<file path="config.mk">
export PLATFORM = sky130hd
export DESIGN_NAME = l1_dcache
export DESIGN_NICKNAME = d
export VERILOG_FILES = /design/src/hdl/cache_pkg.sv /design/src/hdl/mesi_pkg.sv /design/src/hdl/lookup_if.sv /design/src/hdl/lru_if.sv /design/src/hdl/tag_store.sv /design/src/hdl/lru_tracker.sv /design/src/hdl/cache_ctrl.sv /design/src/hdl/l1_dcache.sv
export VERILOG_INCLUDE_DIRS = /design/src /design/src/hdl
export SDC_FILE = /design/constraint.sdc
export NUM_CORES = 2
export LEC_CHECK = 0
export ABC_AREA = 0
export BUFFER_PORTS_ARGS = -buffer_cell sky130_fd_sc_hd__buf_2
export CORE_AREA = 4 4 544 546
export DETAILED_ROUTE_END_ITERATION = 7
export DIE_AREA = 0 0 548 550
export PLACE_DENSITY = 0.4
export SLEW_MARGIN = 5
export SYNTH_ARGS = -nofsm -noshare
export SYNTH_HDL_FRONTEND = slang
export SYNTH_HIERARCHICAL = 1
export SYNTH_SLANG_ARGS = --single-unit
</file>
<file path="constraint.sdc">
create_clock -name i_clk -period 12.4 [get_ports i_clk]
set_input_delay 0.62 -clock i_clk [delete_from_list [all_inputs] [get_ports i_clk]]
set_output_delay 0.62 -clock i_clk [all_outputs]
set_load 0.01 [all_outputs]
</file>
<file path="src/hdl/cache_cfg.svh">
`ifndef CACHE_CFG_SVH
`define CACHE_CFG_SVH

// Byte address width
`define CACHE_ADDR_W 32

// 64-byte lines
`define CACHE_OFFSET_W 6

// 16 sets
`define CACHE_INDEX_W 4
`define CACHE_SETS (1 << `CACHE_INDEX_W)

// Whatever is left of the address above index and offset
`define CACHE_TAG_W (`CACHE_ADDR_W - `CACHE_INDEX_W - `CACHE_OFFSET_W)

// Associativity, way number and LRU rank share one width
`define CACHE_WAYS 4
`define CACHE_WAY_W 2

// Statistics counters
`define CACHE_CNT_W 16

`endif

</file>
<file path="src/hdl/cache_pkg.sv">
`include "cache_cfg.svh"

package cache_pkg;

	// Command codes as carried on the trace
	// Code 2 left unused
	typedef enum logic [2:0] {
		CMD_READ       = 3'd0,
		CMD_WRITE      = 3'd1,
		CMD_L2_INVAL   = 3'd3,
		CMD_L2_DATA_RQ = 3'd4,
		CMD_CLR        = 3'd5
	} cmd_e;

	// Address fields
	typedef logic [`CACHE_TAG_W-1:0] tag_t;
	typedef logic [`CACHE_INDEX_W-1:0] index_t;

	// Way number, also used as LRU rank
	typedef logic [`CACHE_WAY_W-1:0] way_t;

	// Statistics count
	typedef logic [`CACHE_CNT_W-1:0] cnt_t;

endpackage

</file>
<file path="src/hdl/mesi_pkg.sv">
package mesi_pkg;

	import cache_pkg::*;

	// Line coherence state
	typedef enum logic [1:0] {
		MESI_I = 2'b00,
		MESI_S = 2'b01,
		MESI_E = 2'b10,
		MESI_M = 2'b11
	} mesi_e;

	// One stored line, tag in the upper bits
	typedef struct packed {
		tag_t  tag;
		mesi_e state;
	} line_t;

endpackage

</file>
<file path="src/hdl/lookup_if.sv">
`timescale 1ns/1ps
`include "cache_cfg.svh"

interface lookup_if import cache_pkg::*, mesi_pkg::*; ();

	// Request side, from the controller
	index_t index;
	tag_t   tag;
	logic   upd_en;
	way_t   upd_way;
	mesi_e  upd_state;
	logic   clr;

	// Result side, from the tag store
	logic   hit;
	way_t   hit_way;
	mesi_e  hit_state;
	logic   free_valid;
	way_t   free_way;
	// State of every way in the indexed set
	mesi_e  victim_state_of [`CACHE_WAYS];

	modport ctrl (
		output index, tag, upd_en, upd_way, upd_state, clr,
		input  hit, hit_way, hit_state, free_valid, free_way, victim_state_of
	);

	modport store (
		input  index, tag, upd_en, upd_way, upd_state, clr,
		output hit, hit_way, hit_state, free_valid, free_way, victim_state_of
	);

endinterface

</file>
<file path="src/hdl/lru_if.sv">
`timescale 1ns/1ps

interface lru_if import cache_pkg::*; ();

	// Set being looked at and the way just used
	index_t index;
	logic   touch;
	way_t   touch_way;
	logic   clr;

	// Rank-0 way of the indexed set
	way_t   victim_way;

	modport ctrl (
		output index, touch, touch_way, clr,
		input  victim_way
	);

	modport lru (
		input  index, touch, touch_way, clr,
		output victim_way
	);

endinterface

</file>
<file path="src/hdl/tag_store.sv">
`timescale 1ns/1ps
`include "cache_cfg.svh"

module tag_store import cache_pkg::*, mesi_pkg::*; (
	input logic     i_clk,
	input logic     i_rst_n,
	lookup_if.store lk
);

	// One record per set and way
	line_t lines [`CACHE_SETS][`CACHE_WAYS];

	// Per-way match in the indexed set
	logic [`CACHE_WAYS-1:0] way_match;
	logic [`CACHE_WAYS-1:0] way_free;

	// Tag compare, valid only on a live line
	always_comb begin
		for (int w = 0; w < `CACHE_WAYS; w++) begin
			way_free[w]  = (lines[lk.index][w].state == MESI_I);
			way_match[w] = !way_free[w] && (lines[lk.index][w].tag == lk.tag);
		end
	end

	// Hit way, lowest matching way wins
	// Only one way can match in practice
	always_comb begin
		lk.hit       = |way_match;
		lk.hit_way   = '0;
		lk.hit_state = MESI_I;
		for (int w = `CACHE_WAYS - 1; w >= 0; w--) begin
			if (way_match[w]) begin
				lk.hit_way   = way_t'(w);
				lk.hit_state = lines[lk.index][w].state;
			end
		end
	end

	// Lowest Invalid way of the set
	always_comb begin
		lk.free_valid = |way_free;
		lk.free_way   = '0;
		// Descending scan leaves the lowest one
		for (int w = `CACHE_WAYS - 1; w >= 0; w--) begin
			if (way_free[w]) begin
				lk.free_way = way_t'(w);
			end
		end
	end

	// Expose all states of the set
	// Controller picks the one it evicts
	always_comb begin
		for (int w = 0; w < `CACHE_WAYS; w++) begin
			lk.victim_state_of[w] = lines[lk.index][w].state;
		end
	end

	// Line writes and bulk invalidate
	always_ff @(posedge i_clk) begin
		if (!i_rst_n) begin
			for (int s = 0; s < `CACHE_SETS; s++) begin
				for (int w = 0; w < `CACHE_WAYS; w++) begin
					lines[s][w].state <= MESI_I;
				end
			end
		end else if (lk.clr) begin
			// CLR drops every line, no writeback
			for (int s = 0; s < `CACHE_SETS; s++) begin
				for (int w = 0; w < `CACHE_WAYS; w++) begin
					lines[s][w].state <= MESI_I;
				end
			end
		end else if (lk.upd_en) begin
			// Tag and state in one write
			lines[lk.index][lk.upd_way].tag   <= lk.tag;
			lines[lk.index][lk.upd_way].state <= lk.upd_state;
		end
	end

endmodule

</file>
<file path="src/hdl/lru_tracker.sv">
`timescale 1ns/1ps
`include "cache_cfg.svh"

module lru_tracker import cache_pkg::*; (
	input logic i_clk,
	input logic i_rst_n,
	lru_if.lru  lr
);

	// Rank per set and way
	// 0 is least recent, WAYS-1 most recent
	way_t ranks [`CACHE_SETS][`CACHE_WAYS];

	// Current rank of the way being touched
	way_t touch_rank;

	assign touch_rank = ranks[lr.index][lr.touch_way];

	// Victim is the rank-0 way
	always_comb begin
		lr.victim_way = '0;
		for (int w = 0; w < `CACHE_WAYS; w++) begin
			if (ranks[lr.index][w] == '0) begin
				lr.victim_way = way_t'(w);
			end
		end
	end

	always_ff @(posedge i_clk) begin
		if (!i_rst_n) begin
			// Rank equals way number
			for (int s = 0; s < `CACHE_SETS; s++) begin
				for (int w = 0; w < `CACHE_WAYS; w++) begin
					ranks[s][w] <= way_t'(w);
				end
			end
		end else if (lr.clr) begin
			// Same start order as after reset
			for (int s = 0; s < `CACHE_SETS; s++) begin
				for (int w = 0; w < `CACHE_WAYS; w++) begin
					ranks[s][w] <= way_t'(w);
				end
			end
		end else if (lr.touch) begin
			for (int w = 0; w < `CACHE_WAYS; w++) begin
				if (way_t'(w) == lr.touch_way) begin
					// Touched way becomes most recent
					ranks[lr.index][w] <= way_t'(`CACHE_WAYS - 1);
				end else if (ranks[lr.index][w] > touch_rank) begin
					// Ways above it slide down one
					ranks[lr.index][w] <= ranks[lr.index][w] - way_t'(1);
				end
			end
		end
	end

endmodule

</file>
<file path="src/hdl/cache_ctrl.sv">
`timescale 1ns/1ps
`include "cache_cfg.svh"

module cache_ctrl import cache_pkg::*, mesi_pkg::*; (
	input  logic                     i_clk,
	input  logic                     i_rst_n,
	input  logic                     i_cmd_valid,
	input  cmd_e                     i_cmd,
	input  logic [`CACHE_ADDR_W-1:0] i_addr,
	lookup_if.ctrl                   lk,
	lru_if.ctrl                      lr,
	output logic                     o_hit,
	output logic                     o_miss,
	output logic                     o_writeback,
	output cnt_t                     o_read_count,
	output cnt_t                     o_write_count,
	output cnt_t                     o_hit_count,
	output cnt_t                     o_miss_count
);

	// Decoded command
	logic is_rd;
	logic is_wr;
	logic is_acc;
	logic is_inval;
	logic is_data_rq;
	logic is_clr;

	// Way chosen on a miss
	way_t miss_way;
	logic evict_wb;
	logic snoop_wb;

	// Split the address, offset is dropped
	assign lk.tag   = i_addr[`CACHE_ADDR_W-1 -: `CACHE_TAG_W];
	assign lk.index = i_addr[`CACHE_OFFSET_W +: `CACHE_INDEX_W];
	assign lr.index = lk.index;

	always_comb begin
		is_rd      = 1'b0;
		is_wr      = 1'b0;
		is_inval   = 1'b0;
		is_data_rq = 1'b0;
		is_clr     = 1'b0;
		if (i_cmd_valid) begin
			case (i_cmd)
				CMD_READ:       is_rd      = 1'b1;
				CMD_WRITE:      is_wr      = 1'b1;
				CMD_L2_INVAL:   is_inval   = 1'b1;
				CMD_L2_DATA_RQ: is_data_rq = 1'b1;
				CMD_CLR:        is_clr     = 1'b1;
				default:        is_clr     = 1'b0;
			endcase
		end
	end

	assign is_acc = is_rd || is_wr;

	// Empty way first, LRU way otherwise
	assign miss_way = lk.free_valid ? lk.free_way : lr.victim_way;

	// Dirty victim on a miss
	assign evict_wb = is_acc && !lk.hit && (lk.victim_state_of[miss_way] == MESI_M);
	// Snoop hits a dirty line
	assign snoop_wb = is_data_rq && lk.hit && (lk.hit_state == MESI_M);

	// Line update and MESI next state
	always_comb begin
		lk.upd_en    = 1'b0;
		lk.upd_way   = lk.hit ? lk.hit_way : miss_way;
		lk.upd_state = lk.hit_state;
		if (is_wr) begin
			// Any write ends Modified
			lk.upd_en    = 1'b1;
			lk.upd_state = MESI_M;
		end else if (is_rd) begin
			lk.upd_en    = 1'b1;
			// Read fill is Exclusive, read hit keeps state
			lk.upd_state = lk.hit ? lk.hit_state : MESI_E;
		end else if (is_inval || is_data_rq) begin
			// Snoops only act on a matching line
			lk.upd_en    = lk.hit;
			lk.upd_state = MESI_I;
		end
	end

	assign lk.clr = is_clr;

	// LRU follows reads and writes only
	assign lr.touch     = is_acc;
	assign lr.touch_way = lk.upd_way;
	assign lr.clr       = is_clr;

	// Result pulses, one cycle after the command
	always_ff @(posedge i_clk) begin
		if (!i_rst_n) begin
			o_hit       <= 1'b0;
			o_miss      <= 1'b0;
			o_writeback <= 1'b0;
		end else begin
			o_hit       <= is_acc && lk.hit;
			o_miss      <= is_acc && !lk.hit;
			o_writeback <= evict_wb || snoop_wb;
		end
	end

	// Statistics
	always_ff @(posedge i_clk) begin
		if (!i_rst_n || is_clr) begin
			o_read_count  <= '0;
			o_write_count <= '0;
			o_hit_count   <= '0;
			o_miss_count  <= '0;
		end else if (is_acc) begin
			if (is_rd) begin
				o_read_count <= o_read_count + cnt_t'(1);
			end
			if (is_wr) begin
				o_write_count <= o_write_count + cnt_t'(1);
			end
			// Hit or miss per access
			if (lk.hit) begin
				o_hit_count <= o_hit_count + cnt_t'(1);
			end else begin
				o_miss_count <= o_miss_count + cnt_t'(1);
			end
		end
	end

endmodule

</file>
<file path="src/hdl/l1_dcache.sv">
`timescale 1ns/1ps
`include "cache_cfg.svh"

module l1_dcache import cache_pkg::*; (
	input  logic                     i_clk,
	input  logic                     i_rst_n,
	input  logic                     i_cmd_valid,
	input  cmd_e                     i_cmd,
	input  logic [`CACHE_ADDR_W-1:0] i_addr,
	output logic                     o_hit,
	output logic                     o_miss,
	output logic                     o_writeback,
	output cnt_t                     o_read_count,
	output cnt_t                     o_write_count,
	output cnt_t                     o_hit_count,
	output cnt_t                     o_miss_count
);

	// Controller to tag store
	lookup_if lookup_bus ();
	// Controller to LRU ranks
	lru_if lru_bus ();

	tag_store tag_store_inst (
		.i_clk   (i_clk),
		.i_rst_n (i_rst_n),
		.lk      (lookup_bus.store)
	);

	lru_tracker lru_tracker_inst (
		.i_clk   (i_clk),
		.i_rst_n (i_rst_n),
		.lr      (lru_bus.lru)
	);

	// Command decode, MESI and counters
	cache_ctrl cache_ctrl_inst (
		.i_clk         (i_clk),
		.i_rst_n       (i_rst_n),
		.i_cmd_valid   (i_cmd_valid),
		.i_cmd         (i_cmd),
		.i_addr        (i_addr),
		.lk            (lookup_bus.ctrl),
		.lr            (lru_bus.ctrl),
		.o_hit         (o_hit),
		.o_miss        (o_miss),
		.o_writeback   (o_writeback),
		.o_read_count  (o_read_count),
		.o_write_count (o_write_count),
		.o_hit_count   (o_hit_count),
		.o_miss_count  (o_miss_count)
	);

endmodule

</file>
==> impl_summary.log <==
[metrics] Row Count: between 150 and 200
[metrics] TritonCTS clock tree: yes
[metrics] overall die area: ~0.3 sq mm
[metrics] endpoint type of the worst setup path: flip-flop
[metrics] fraction of synthesis flops using an asynchronous set or reset pin: 0
[metrics] PostCTS Resize Cnt: 0
[metrics] peak clock frequency supported by timing: 0.1245 GHz
[metrics] largest stage delay on the critical path: about 0.75 ns
[metrics] wire length reported by the detailed router: about 220 mm
[metrics] measured slew at the worst slew-check pin: approximately 1.2 ns
[metrics] port buffer count: 98
[metrics] CTS hold repair buffers: 0
[metrics] via count of the first global-routing pass: approximately 40000
[metrics] area fraction in and, or, nand and nor cells after synthesis: 0.05953
[metrics] net count of the mapped netlist: between 4000 and 5000
[metrics] post-layout worst setup margin: ~4.4 ns
[metrics] worst clock skew: between 0.07 and 0.08 ns
[metrics] crit path kind: in2reg
[metrics] share of final-layout standard cells stronger than drive strength 1: 0.2375
[metrics] top_reg_cell synth: sky130_fd_sc_hd__edfxtp_1
[metrics] Cell Count Post-Placement: approximately 7900
[metrics] die extent in x: 548 um
[metrics] dominant combinational cell family by area after synthesis: multiplexers
[metrics] routability-driven placement congestion ratio: between 0.7 and 0.8
[metrics] Root Buffer Master: sky130_fd_sc_hd__clkbuf_16
[metrics] unrepaired setup endpoints after global routing: no
[metrics] total count of max-transition violations in the final report: 0
[metrics] Min Hold Slack: around 0.14 ns
[metrics] worst-case headroom to the max-slew limit: 0.1795
[metrics] clock buffer depth: 4
[metrics] power after layout: approximately 13 mW
[metrics] global-route wire length before repair: just over 300 mm
[metrics] non-filler instance count after layout: roughly 8300
[metrics] Period Utilization, post-route: 0.6479
[metrics] startpoint type of the worst setup path: input port
[metrics] setup bufs post-CTS: 0
[metrics] CP max FO: around 50
[metrics] ANT nets after route: 0
[metrics] remaining design rule violation count: 0
[metrics] Iteration-0 DRC Markers: roughly 3500
[metrics] global-route usage over all layers: 0.1423
[metrics] count of final setup violators: 0
[metrics] worst-skew pair later-pin latency: 0.87 ns
[metrics] routed len/inst: ~27 um
[metrics] most frequent standard cell in the layout excluding fill and tap cells: sky130_fd_sc_hd__edfxtp_1
[metrics] worst path arrival time: 8.58 ns
[metrics] total number of H-tree levels: 4
[metrics] HPWL after DPL: 131.3 mm
[metrics] Synth Area in Adders: 0.002587
[metrics] xor and xnor fraction of the mapped netlist area: 0.01763
[metrics] cell area power density: 152.9 mW/mm^2
[metrics] initial core utilization: 0.2496
[metrics] Synth Cell Area: a little over 0.07 sq mm
[metrics] total clock sinks: approximately 1700
[metrics] number of antenna violations at the first check in global routing: 22
[metrics] placeable core region: about 0.29 sq mm
[metrics] detailed-route via count: 38640
[metrics] CP Data Required Time: 12.95 ns
[metrics] ordered cell list for the critical path: buf_8, buf_12, nor2b_2, buf_4, a22oi_1, nand2_1, a21o_1, a41oi_1, nor4_1, nand4_1, nand4_1, inv_1, mux2_2, mux4_2, ha_1, nor2b_1, o2111ai_1, nor2_2, nor3_1
[metrics] Static Leak: around 27 nW
[metrics] gate count of the mapped netlist: a little over 4000
[metrics] count of state elements after synthesis: ~1700
[metrics] min Tclk post-route: roughly 8 ns
[metrics] syn avg cell area: between 15 and 20 sq um
[metrics] share of the yosys chip area belonging to registers: 0.7073
[metrics] clock-pin slew of the registers on the worst-case setup and hold paths: 0.06 ns
[metrics] critical path's top delay family: simple AND/OR/NAND/NOR gates
[metrics] via-per-instance ratio: about 4.7
[metrics] most numerous cell on the critical path: sky130_fd_sc_hd__nand4_1
[metrics] worst voltage drop across the vdd grid: 0.09872 mV
[metrics] die boundary height: 550 um
[metrics] top library cells by usage in the layout, fill and taps aside: sky130_fd_sc_hd__edfxtp_1 (1664), sky130_fd_sc_hd__mux4_2 (366), sky130_fd_sc_hd__clkbuf_16 (200)
[metrics] portion of netlist area occupied by mux cells: 0.1480
[metrics] Yosys cell types: 100
[metrics] TritonCTS buffer count: 198
[metrics] CP bufs+invs: 4
[metrics] setup TNS: 0 ns
[metrics] Syn. warnings: 6
[metrics] result of the run: complete, no violations
[metrics] placed cell areas: between 0.07 and 0.08 sq mm
[metrics] Post-Route Utilization: 0.2882
[metrics] Post-Layout Inst Area: 0.08375 sq mm
[metrics] post-synthesis compound-gate area fraction: 0.03810
[metrics] IO Pins: roughly 110
[metrics] Hold Vio Cnt, Final: 0
[metrics] drt pass-1 iters: 5
[metrics] net count reported at finish: 4269
[metrics] worst slack at placement: approximately 3.6 ns
[metrics] largest net degree at the start of global routing: slightly above 90
[metrics] worst min path class: in2reg
[metrics] synth-to-layout area growth: 15.46%
[metrics] total congestion overflow after global routing: 0
[metrics] EDFF count, synth: roughly 1700
[metrics] max capacitance violation total: 0
[metrics] cell type of the slowest stage on the worst timing path: sky130_fd_sc_hd__nand4_1
-- layout make-up --
| cell class | count | area (sq um) |
|---|---|---|
| Fill cell | 28860 | 206800 |
| Multi-Input combinational cell | 1992 | 19590 |
| Timing Repair Buffer | 257 | 1862 |
| Clock buffer | 254 | 5248 |
| Sequential cell | 1731 | 51310 |
| Inverter | 36 | 137.6 |
| Antenna cell | 5 | 12.51 |
| Clock inverter | 92 | 718.2 |
| Tap cell | 3900 | 4880 |
-- registers in the layout, indices dropped and copies added, names as in the netlist, 16 cells and up --
register                       count
cache_ctrl_inst/o_hit_count       16
cache_ctrl_inst/o_miss_count      16
cache_ctrl_inst/o_read_count      16
cache_ctrl_inst/o_write_count     16
lru_tracker_inst/ranks           128
tag_store_inst/lines            1536
-- power breakdown --
part / switching (mW) / internal, mW
Sequential: 0.0100 / 6.44
Combinational: 0.559 / 0.275
Clock: 2.36 / 3.16
-- worst reg2reg max path, cell delays in order, from the launching register on --
cell	delay, ns
sky130_fd_sc_hd__edfxtp_1	0.36
sky130_fd_sc_hd__mux4_2	0.47
sky130_fd_sc_hd__mux2i_1	0.18
sky130_fd_sc_hd__xnor2_1	0.09
sky130_fd_sc_hd__nor4_1	0.67
sky130_fd_sc_hd__a41oi_1	0.10
sky130_fd_sc_hd__nor4_1	0.52
sky130_fd_sc_hd__nand4_1	0.75
sky130_fd_sc_hd__nand4_1	0.70
sky130_fd_sc_hd__inv_1	0.29
sky130_fd_sc_hd__mux2_2	0.55
sky130_fd_sc_hd__mux4_2	0.65
sky130_fd_sc_hd__ha_1	0.33
sky130_fd_sc_hd__nor2b_1	0.16
sky130_fd_sc_hd__o2111ai_1	0.26
sky130_fd_sc_hd__nor2_2	0.72
sky130_fd_sc_hd__nor3_1	0.10
-- logic make-up after synthesis --
kind of cell	after synthesis
AO/OA/AOI/OAI	421
flip-flops	1731
multiplexers	583
AND/OR/NAND/NOR	827
adder cells (fa/ha/maj)	15
buffers and inverters	331
XOR/XNOR	146
-- worst paths after layout --
path | cells after the start | start | slack (ns) | end
max | 19 | i_addr[6] | 4.37 | lru_tracker_inst/ranks[5][6]
max reg2reg | 16 | tag_store_inst/lines[9][91] | 5.21 | lru_tracker_inst/ranks[5][6]
min | 3 | i_rst_n | 0.14 | cache_ctrl_inst/o_writeback
min reg2reg | 2 | cache_ctrl_inst/o_hit_count[15] | 0.49 | cache_ctrl_inst/o_hit_count[15]
-- synthesized netlist by cell type, types with 6 or more instances --
| cell | instances | area share |
|---|---|---|
| sky130_fd_sc_hd__xor2_1 | 38 | 0.0046 |
| sky130_fd_sc_hd__or2_2 | 10 | 0.00086 |
| sky130_fd_sc_hd__nor3_1 | 71 | 0.0049 |
| sky130_fd_sc_hd__a221oi_1 | 7 | 0.00085 |
| sky130_fd_sc_hd__mux4_1 | 18 | 0.0065 |
| sky130_fd_sc_hd__buf_2 | 52 | 0.0036 |
| sky130_fd_sc_hd__nor3_2 | 20 | 0.0028 |
| sky130_fd_sc_hd__dfxtp_1 | 67 | 0.018 |
| sky130_fd_sc_hd__o31ai_1 | 9 | 0.00093 |
| sky130_fd_sc_hd__inv_1 | 32 | 0.0017 |
| sky130_fd_sc_hd__nand2b_1 | 35 | 0.0030 |
| sky130_fd_sc_hd__a211oi_1 | 15 | 0.0016 |
| sky130_fd_sc_hd__nor2b_1 | 28 | 0.0024 |
| sky130_fd_sc_hd__o22ai_1 | 21 | 0.0018 |
| sky130_fd_sc_hd__edfxtp_1 | 1664 | 0.69 |
| sky130_fd_sc_hd__nor2_2 | 8 | 0.00069 |
| sky130_fd_sc_hd__buf_4 | 75 | 0.0078 |
| sky130_fd_sc_hd__nand4_1 | 21 | 0.0018 |
| sky130_fd_sc_hd__ha_1 | 15 | 0.0026 |
| sky130_fd_sc_hd__buf_6 | 30 | 0.0047 |
| sky130_fd_sc_hd__nand2_1 | 191 | 0.0099 |
| sky130_fd_sc_hd__nor2_1 | 182 | 0.0094 |
| sky130_fd_sc_hd__nor4_1 | 26 | 0.0022 |
| sky130_fd_sc_hd__and3_1 | 133 | 0.011 |
| sky130_fd_sc_hd__a21oi_1 | 51 | 0.0035 |
| sky130_fd_sc_hd__a31oi_1 | 12 | 0.0010 |
| sky130_fd_sc_hd__o21ai_0 | 154 | 0.011 |
| sky130_fd_sc_hd__or3_1 | 16 | 0.0014 |
| sky130_fd_sc_hd__a22o_1 | 25 | 0.0030 |
| sky130_fd_sc_hd__o21ai_1 | 11 | 0.00076 |
| sky130_fd_sc_hd__nand3_1 | 39 | 0.0027 |
| sky130_fd_sc_hd__mux4_2 | 366 | 0.11 |
| sky130_fd_sc_hd__mux2i_1 | 180 | 0.025 |
| sky130_fd_sc_hd__and2_1 | 9 | 0.00078 |
| sky130_fd_sc_hd__clkbuf_1 | 114 | 0.0059 |
| sky130_fd_sc_hd__xnor2_1 | 108 | 0.013 |
| sky130_fd_sc_hd__a221oi_2 | 6 | 0.0012 |
| sky130_fd_sc_hd__mux2_2 | 18 | 0.0028 |
| sky130_fd_sc_hd__a22oi_1 | 46 | 0.0048 |
| sky130_fd_sc_hd__buf_1 | 12 | 0.00062 |
-- per-layer routing --
layer	vias up	GRT usage	wire length, um
li1	16610	-	-
met1	20830	0.1981	99960
met2	925	0.2357	104700
met3	269	0.02171	9898
met4	4	0.03022	4558
met5	-	0	27
(Power assumes the default switching activity.)
